<file path="src/logic/uart_cfg_pkg.sv">
//////////////////////////////
// uart configuration constants
// frame layout, counter widths and queue size
//////////////////////////////

package uart_cfg_pkg;

  // baud divider width
  localparam int unsigned bdr_w = 16;

  // character layout, 8N1
  localparam int unsigned data_w = 8;
  localparam int unsigned stop_w = 1;

  // start + data + stop
  localparam int unsigned frame_len = 1 + data_w + stop_w;

  // bit counters, wide enough for frame_len
  localparam int unsigned cnt_w = 4;

  // transmit queue, depth must be a power of two
  localparam int unsigned queue_depth = 4;
  localparam int unsigned queue_aw = 2;

endpackage : uart_cfg_pkg
</file>
<file path="src/logic/uart_type_pkg.sv">
//////////////////////////////
// uart shared types
// data byte and receive FSM states
//////////////////////////////

package uart_type_pkg;

  // one character on the line
  typedef logic [uart_cfg_pkg::data_w-1:0] uart_data_t;

  // receive FSM
  typedef enum logic [1:0] {
    des_idle,   // line high, waiting for a falling edge
    des_start,  // half-bit wait, start bit check
    des_data,   // data bits, LSB first
    des_stop    // stop sample, or waiting out a break
  } des_state_t;

endpackage : uart_type_pkg

</file>
<file path="src/logic/uart_top.sv">
`timescale 1ns/1ps
//////////////////////////////
// uart top level
// transmit queue and serializer, receive deserializer
//////////////////////////////

module uart_top (
  input  logic                           clk,
  input  logic                           rst,
  // bit period is cfg_bdr+1 clocks, change only while idle
  input  logic [uart_cfg_pkg::bdr_w-1:0] cfg_bdr,
  // host transmit port
  input  logic                           tx_vld,
  input  uart_type_pkg::uart_data_t      tx_dat,
  output logic                           tx_rdy,
  // serial lines
  output logic                           txd,
  input  logic                           rxd,
  // host receive strobes
  output logic                           rx_vld,
  output uart_type_pkg::uart_data_t      rx_dat,
  output logic                           rx_err
);

  // queue to serializer stream
  logic                      q_vld;
  uart_type_pkg::uart_data_t q_dat;
  logic                      q_rdy;

  //////////////////////////////
  // transmit lane
  //////////////////////////////

  uart_tx_queue u_queue (
    .clk    (clk),
    .rst    (rst),
    .tx_vld (tx_vld),
    .tx_dat (tx_dat),
    .tx_rdy (tx_rdy),
    .q_vld  (q_vld),
    .q_dat  (q_dat),
    .q_rdy  (q_rdy)
  );

  uart_ser u_ser (
    .clk     (clk),
    .rst     (rst),
    .cfg_bdr (cfg_bdr),
    .str_vld (q_vld),
    .str_dat (q_dat),
    .str_rdy (q_rdy),
    .txd     (txd)
  );

  //////////////////////////////
  // receive lane
  //////////////////////////////

  uart_des u_des (
    .clk     (clk),
    .rst     (rst),
    .rxd     (rxd),
    .cfg_bdr (cfg_bdr),
    .rx_vld  (rx_vld),
    .rx_dat  (rx_dat),
    .rx_err  (rx_err)
  );

endmodule : uart_top

</file>
<file path="src/logic/uart_des.sv">
`timescale 1ns/1ps
//////////////////////////////
// uart deserializer
// mid-bit sampling, start and stop bit checks
//////////////////////////////

module uart_des (
  input  logic                           clk,
  input  logic                           rst,
  // serial line, asynchronous
  input  logic                           rxd,
  // bit period is cfg_bdr+1 clocks
  input  logic [uart_cfg_pkg::bdr_w-1:0] cfg_bdr,
  // received byte strobes
  output logic                           rx_vld,
  output uart_type_pkg::uart_data_t      rx_dat,
  output logic                           rx_err
);

  import uart_cfg_pkg::*;
  import uart_type_pkg::*;

  // synchronizer stages
  logic rxd_m;
  logic rxd_s;

  // receive FSM
  des_state_t des_st;

  // baud timing
  logic [bdr_w-1:0] bdr_cnt;
  logic [bdr_w-1:0] bdr_lim;
  logic             bdr_end;

  // data bit count
  logic [cnt_w-1:0] bit_cnt;
  logic             bit_end;

  // low stop bit seen, wait for line high
  logic brk;

  // incoming byte
  uart_data_t rx_shf;

  //////////////////////////////
  // synchronizer
  //////////////////////////////

  always_ff @(posedge clk, posedge rst) begin
    if (rst) begin
      rxd_m <= 1'b1;
      rxd_s <= 1'b1;
    end else begin
      rxd_m <= rxd;
      rxd_s <= rxd_m;
    end
  end

  //////////////////////////////
  // FSM
  //////////////////////////////

  // half a period to reach mid start bit, then full periods
  assign bdr_lim = (des_st == des_start) ? (cfg_bdr >> 1) : cfg_bdr;
  assign bdr_end = bdr_cnt == bdr_lim;
  assign bit_end = bit_cnt == cnt_w'(data_w - 1);

  always_ff @(posedge clk, posedge rst) begin
    if (rst) begin
      des_st  <= des_idle;
      bdr_cnt <= '0;
      bit_cnt <= '0;
      brk     <= 1'b0;
      rx_vld  <= 1'b0;
      rx_err  <= 1'b0;
    end else begin
      // strobes last one cycle
      rx_vld  <= 1'b0;
      rx_err  <= 1'b0;
      bdr_cnt <= bdr_end ? '0 : bdr_cnt + bdr_w'(1);
      case (des_st)
        des_idle: begin
          bdr_cnt <= '0;
          bit_cnt <= '0;
          // line only reaches idle high, so low here is a falling edge
          if (!rxd_s) des_st <= des_start;
        end
        des_start: begin
          // high at mid-bit is a glitch, drop it
          if (bdr_end) des_st <= rxd_s ? des_idle : des_data;
        end
        des_data: begin
          if (bdr_end) begin
            bit_cnt <= bit_cnt + cnt_w'(1);
            if (bit_end) des_st <= des_stop;
          end
        end
        des_stop: begin
          if (brk) begin
            // hold until the break ends
            bdr_cnt <= '0;
            if (rxd_s) begin
              brk    <= 1'b0;
              des_st <= des_idle;
            end
          end else if (bdr_end) begin
            if (rxd_s) begin
              rx_vld <= 1'b1;
              des_st <= des_idle;
            end else begin
              rx_err <= 1'b1;
              brk    <= 1'b1;
            end
          end
        end
        default: des_st <= des_idle;
      endcase
    end
  end

  // data bits in LSB first
  always_ff @(posedge clk) begin
    if ((des_st == des_data) && bdr_end) rx_shf <= {rxd_s, rx_shf[data_w-1:1]};
  end

  assign rx_dat = rx_shf;

  // good byte and framing error are exclusive
  a_strb_excl: assert property (@(posedge clk) disable iff (rst)
    !(rx_vld && rx_err));

endmodule : uart_des

</file>
<file path="src/logic/uart_ser.sv">
`timescale 1ns/1ps
//////////////////////////////
// uart serializer
// 8N1 frames on txd at a runtime baud divider
//////////////////////////////

module uart_ser (
  input  logic                           clk,
  input  logic                           rst,
  // bit period is cfg_bdr+1 clocks
  input  logic [uart_cfg_pkg::bdr_w-1:0] cfg_bdr,
  // byte stream in
  input  logic                           str_vld,
  input  uart_type_pkg::uart_data_t      str_dat,
  output logic                           str_rdy,
  // serial line
  output logic                           txd
);

  import uart_cfg_pkg::*;

  // stream transfer
  logic str_trn;

  // baud timing
  logic [bdr_w-1:0] bdr_cnt;
  logic             bdr_end;

  // frame progress
  logic [cnt_w-1:0] shf_cnt;
  logic             shf_end;
  logic             shf_run;

  // byte plus start bit, LSB on the line
  logic [data_w:0]  shf_dat;

  //////////////////////////////
  // stream side
  //////////////////////////////

  assign str_trn = str_vld & str_rdy;

  // ready when idle, or in the last cycle of the stop bit
  assign str_rdy = ~shf_run | (shf_end & bdr_end);

  //////////////////////////////
  // baud counter
  //////////////////////////////

  // restarts on each transfer and at each bit end
  always_ff @(posedge clk, posedge rst) begin
    if (rst) begin
      bdr_cnt <= '0;
    end else if (str_trn) begin
      bdr_cnt <= '0;
    end else if (shf_run) begin
      bdr_cnt <= bdr_end ? '0 : bdr_cnt + bdr_w'(1);
    end
  end

  assign bdr_end = bdr_cnt == cfg_bdr;

  //////////////////////////////
  // bit counter and run flag
  //////////////////////////////

  always_ff @(posedge clk, posedge rst) begin
    if (rst) begin
      shf_cnt <= '0;
      shf_run <= 1'b0;
    end else if (str_trn) begin
      shf_cnt <= '0;
      shf_run <= 1'b1;
    end else if (shf_run & bdr_end) begin
      if (shf_end) begin
        shf_cnt <= '0;
        shf_run <= 1'b0;
      end else begin
        shf_cnt <= shf_cnt + cnt_w'(1);
      end
    end
  end

  // last bit of the frame is the stop bit
  assign shf_end = shf_cnt == cnt_w'(frame_len - 1);

  // shifter, ones fill in behind so the stop bit and idle are high
  always_ff @(posedge clk, posedge rst) begin
    if (rst) begin
      shf_dat <= '1;
    end else if (str_trn) begin
      shf_dat <= {str_dat, 1'b0};
    end else if (shf_run & bdr_end) begin
      shf_dat <= {1'b1, shf_dat[data_w:1]};
    end
  end

  assign txd = shf_dat[0];

  // line idles high between frames
  a_txd_idle: assert property (@(posedge clk) disable iff (rst)
    !shf_run |-> txd);

  // bit counter never runs past the stop bit
  a_cnt_rng: assert property (@(posedge clk) disable iff (rst)
    shf_cnt < frame_len);

endmodule : uart_ser

</file>
<file path="src/logic/uart_tx_queue.sv">
`timescale 1ns/1ps
//////////////////////////////
// uart transmit queue
// circular buffer between the host port and the serializer
//////////////////////////////

module uart_tx_queue (
  input  logic                      clk,
  input  logic                      rst,
  // host side
  input  logic                      tx_vld,
  input  uart_type_pkg::uart_data_t tx_dat,
  output logic                      tx_rdy,
  // serializer side
  output logic                      q_vld,
  output uart_type_pkg::uart_data_t q_dat,
  input  logic                      q_rdy
);

  import uart_cfg_pkg::*;
  import uart_type_pkg::*;

  // storage array
  uart_data_t mem [queue_depth];

  // pointers wrap on their own, depth is 2**queue_aw
  logic [queue_aw-1:0] wr_ptr;
  logic [queue_aw-1:0] rd_ptr;

  // occupancy, one bit wider to hold a full queue
  logic [queue_aw:0] occ;

  // handshakes on both sides
  logic push;
  logic pop;

  //////////////////////////////
  // handshake
  //////////////////////////////

  assign push = tx_vld & tx_rdy;
  assign pop  = q_vld & q_rdy;

  // ready while there is a free slot
  assign tx_rdy = occ != (queue_aw + 1)'(queue_depth);

  // head entry visible as soon as it is written
  assign q_vld = occ != '0;
  assign q_dat = mem[rd_ptr];

  //////////////////////////////
  // storage and pointers
  //////////////////////////////

  always_ff @(posedge clk) begin
    if (push) mem[wr_ptr] <= tx_dat;
  end

  always_ff @(posedge clk, posedge rst) begin
    if (rst) begin
      wr_ptr <= '0;
      rd_ptr <= '0;
      occ    <= '0;
    end else begin
      if (push) wr_ptr <= wr_ptr + queue_aw'(1);
      if (pop)  rd_ptr <= rd_ptr + queue_aw'(1);
      // simultaneous push and pop leaves the count alone
      case ({push, pop})
        2'b10:   occ <= occ + (queue_aw + 1)'(1);
        2'b01:   occ <= occ - (queue_aw + 1)'(1);
        default: occ <= occ;
      endcase
    end
  end

  // never more entries than slots, a wrap below zero shows up as a huge count
  a_occ_max: assert property (@(posedge clk) disable iff (rst)
    occ <= queue_depth);

endmodule : uart_tx_queue

</file>
<file path="config.mk">
export PLATFORM = sky130hd
export DESIGN_NAME = uart_top
export DESIGN_NICKNAME = d
export VERILOG_FILES = /design/src/logic/uart_cfg_pkg.sv /design/src/logic/uart_type_pkg.sv /design/src/logic/uart_top.sv /design/src/logic/uart_des.sv /design/src/logic/uart_ser.sv /design/src/logic/uart_tx_queue.sv
export SDC_FILE = /design/constraint.sdc
export NUM_CORES = 1
export LEC_CHECK = 0
export BUFFER_PORTS_ARGS = -buffer_cell sky130_fd_sc_hd__buf_2
export CAP_MARGIN = 20
export CORE_MARGIN = 2
export CORE_UTILIZATION = 42
export CTS_CLUSTER_DIAMETER = 50
export DETAILED_ROUTE_END_ITERATION = 10
export MAX_ROUTING_LAYER = met4
export SLEW_MARGIN = 25
export SYNTH_ARGS = -nofsm -noshare
export SYNTH_HDL_FRONTEND = slang
export SYNTH_SLANG_ARGS = --single-unit
export TNS_END_PERCENT = 50
</file>
<file path="constraint.sdc">
create_clock -name clk -period 6.9 [get_ports clk]
set_input_delay 0.345 -clock clk [delete_from_list [all_inputs] [get_ports clk]]
set_output_delay 0.345 -clock clk [all_outputs]
set_load 0.05 [all_outputs]
</file>
==> impl_metrics.env <==
export IMPL_drtAntennaViolNets=0
export IMPL_cts_tree="built"
export IMPL_yosysMostFrequentCell="dfrtp_1"
export IMPL_cp_data_required_time_ns=6.93
export IMPL_setup_viol=0
export IMPL_die_h_um=116
export IMPL_cap_violations=0
export IMPL_die_w_um=116
export IMPL_intPower_w=0.00117
export IMPL_final_area_mm2=0.00591
export IMPL_grt_start_max_net_pins=65
export IMPL_cts_hold_buf=0
export IMPL_synth_commonest_cells="dfrtp_1 (53), nor2_1 (50), edfxtp_1 (40)"
export IMPL_drc=0
export IMPL_cp_cell_sequence="inv_1, ha_1, mux2i_1, o22ai_1, a211oi_1, and3_1, and3_1"
export IMPL_hold_class="in2reg"
export IMPL_avgViaCountPerCell=5.12
export IMPL_synth_edf_count=40
export IMPL_multi_input_area_mm2=0.00227
export IMPL_insertion_delay_ns=0.37
export IMPL_use_met1_pct=21.5
export IMPL_path_clk_slew_ns=0.08
export IMPL_postCtsSetupRepairBufs=0
export IMPL_num_io_pins=40
export IMPL_finalSetupTns_ns=0
export IMPL_slowest_delay_ns=0.73
export IMPL_clock_sinks=104
export IMPL_slowest_stage="ha_1"
export IMPL_path_max_fanout=23
export IMPL_switching_power_w=0.000596
export IMPL_rsz0062_at_grt="no"
export IMPL_synth_nets=493
export IMPL_fin_skew_ns=0.0122
export IMPL_grt_met3_usage_pct=5.54
export IMPL_start_util_pct=43.2
export IMPL_rows=40
export IMPL_layout_drive_gt1_share_pct=17.0
export IMPL_grt_pass1_vias=3455
export IMPL_regArea_mm2=0.00282
export IMPL_synthFlopType="dfrtp_1"
export IMPL_n_antenna_cell=0
export IMPL_gp_congestion=0.831
export IMPL_busiest_layer="met2"
export IMPL_yosysUniqueCellTypes=56
export IMPL_placed_cell_area_mm2=0.00559
export IMPL_synthTopCellsByArea="dfrtp_1 (25%), edfxtp_1 (23%), xor2_1 (6.5%), dfstp_2 (5.5%), xnor2_1 (4.5%)"
export IMPL_numCtsBuffers=9
export IMPL_p_clk_share_pct=30.7
export IMPL_power_share_sequential_pct=46.4
export IMPL_pre_cts_slack_ns=3.66
export IMPL_period_minus_slack_ns=3.25
export IMPL_hold_violations=0
export IMPL_drt_first_pass_iters=4
export IMPL_coreArea_mm2=0.0121
export IMPL_grtUsageTotal_pct=17.3
export IMPL_swShare_pct=33.8
export IMPL_vias=3389
export IMPL_clock_path_buffers=2
export IMPL_area_growth_pct=12.8
export IMPL_async_flop_share_pct=61.5
export IMPL_drv_slew=0
export IMPL_htree_levels=3
export IMPL_clock_fmax_mhz=308
export IMPL_dieArea_mm2=0.0134
export IMPL_hpwl_mm=7.14
export IMPL_powerDensity_mw_per_mm2=298
export IMPL_grt_pass1_wl_mm=17.3
export IMPL_critPathKind="reg2reg"
export IMPL_yosysTopAreaCell="dfrtp_1"
export IMPL_ir_worst_vdd_mv=0.276
export IMPL_synth_avg_cell_area_um2=11.6
export IMPL_fin_nets=532
export IMPL_drt_iter0_drc=182
export IMPL_overflow=0
export IMPL_startpoint_type="register"
export IMPL_drt_wl_total_mm=10.2
export IMPL_leakage_nw=2.43
export IMPL_yosysWarningCount=0
export IMPL_synth_area_mm2=0.00524
export IMPL_relSlewSlack_pct=41.5
export IMPL_end_kind="register"
export IMPL_netlist_instances=450
export IMPL_fillers=1142
export IMPL_cts_root_buf="clkbuf_16"
export IMPL_netlist_area_leader_share_pct=25.3
export IMPL_tightestPinTransition_ns=0.878
export IMPL_worstPathArrival_ns=3.28
export IMPL_io_buffers=39
export IMPL_status="complete, no violations"
export IMPL_comb_power_share_pct=22.9
export IMPL_post_drt_wl_per_cell_um=15.3
export IMPL_ys_ff_latch=104
export IMPL_cts_resized=0
export IMPL_fin_cells=662
export IMPL_dp_cells=646
export IMPL_cpMostUsedCell="and3_1"
export IMPL_fin_crit_sh_pct=47.1
export IMPL_use_met2_pct=27.7
export IMPL_ys_seq_area_share_pct=53.8
export IMPL_antenna_found_initial=0
export IMPL_setup_ws_ns=3.65
export IMPL_rrSetupSlack_ns=3.65
path summary, 6_finish.rpt:
check                             from                end  cells past startpoint
setup / recovery              register    u_des.rx_dat[6]                      7
hold / removal                     rxd        u_des.rxd_m                      1
setup reg to reg              register    u_des.rx_dat[6]                      7
hold reg to reg            u_des.rxd_m        u_des.rxd_s                      0
max in group asynchronous          rst  u_queue.rd_ptr[0]                      3
min in group asynchronous          rst   u_des.bit_cnt[0]                      3
sequential cells by signal, summed over array words and instances, names as in the netlist, named ones only:
signal          cells
u_des.rxd_m         1
u_queue.rd_ptr      2
u_des.rx_dat        8
u_queue.mem        32
u_des.des_st        1
u_ser.bdr_cnt      16
u_queue.occ         3
u_ser.shf_cnt       4
u_des.brk           1
u_ser.shf_dat       9
u_des.rxd_s         1
u_des.bdr_cnt      16
u_des.bit_cnt       4
u_ser.shf_run       1
u_des.rx_vld        1
u_queue.wr_ptr      2
u_des.rx_err        1
worst max-delay path, delay by kind of cell (launching register included):
kind / cells / cell delay [ns]
and+or+nand+nor: 2 / 0.86
adders and majority gates: 1 / 0.73
AOI/OAI and AO/OA: 2 / 0.48
DFF: 1 / 0.43
muxes: 1 / 0.31
buffers and inverters: 1 / 0.10
through the flow:
step / util, % / hold slack, ns / total power (W)
final: 48.8 / 0.0790 / 0.00176
after global routing: 48.8 / 0.0648 / 0.00187
after CTS: 48.8 / 0.0678 / 0.00178
after detailed placement: 46.1 / 0.348 / 0.00124
after global placement: 46.1 / 0.348 / 0.00122
after floorplan: - / 0.345 / 0.00114
placed cells by master (no fill, tap or decap), types with 16 or more instances in the layout:
cell type and instances:
nor2_1 50, dfrtp_1 53, xnor2_1 27, and3_1 18, nand2_1 25, edfxtp_1 40
nand3_1 16, inv_1 17, xor2_1 39, nor3_1 19, buf_2 39
layer usage:
layer,vias to the layer above,wire [um]
met4,0,160
met3,11,365
li1,1666,-
met2,63,4940
met1,1649,4690
met5,-,0
final cells by class:
| cell class | instances | share of cell area [%] |
|---|---|---|
| Sequential cell | 104 | 47.7 |
| Multi-Input combinational cell | 314 | 38.5 |
| Clock buffer | 9 | 3.81 |
| Timing Repair Buffer | 42 | 3.69 |
| Tap cell | 168 | 3.56 |
| Clock inverter | 7 | 1.63 |
| Inverter | 18 | 1.14 |
power by group through the flow:
| stage | clock, W | sequential [W] | combinational [W] |
|---|---|---|---|
| 2_1_floorplan | 0 | 0.000807 | 0.000335 |
| 3_3_place_gp | 0 | 0.000825 | 0.000397 |
| 3_5_place_dp | 0 | 0.000830 | 0.000408 |
| 4_1_cts | 0.000553 | 0.000818 | 0.000410 |
| 5_1_grt | 0.000577 | 0.000833 | 0.000458 |
| 6_report | 0.000540 | 0.000818 | 0.000403 |
cell families after synthesis:
group	Yosys count	share of synthesized area, %
multiplexers	22	6.14
AO/OA/AOI/OAI	40	5.66
adder cells (fa/ha/maj)	15	3.73
buffers and inverters	32	2.87
flip-flops	104	53.8
AND/OR/NAND/NOR	171	16.8
XOR/XNOR	66	11.0
(Power assumes the default switching activity.)
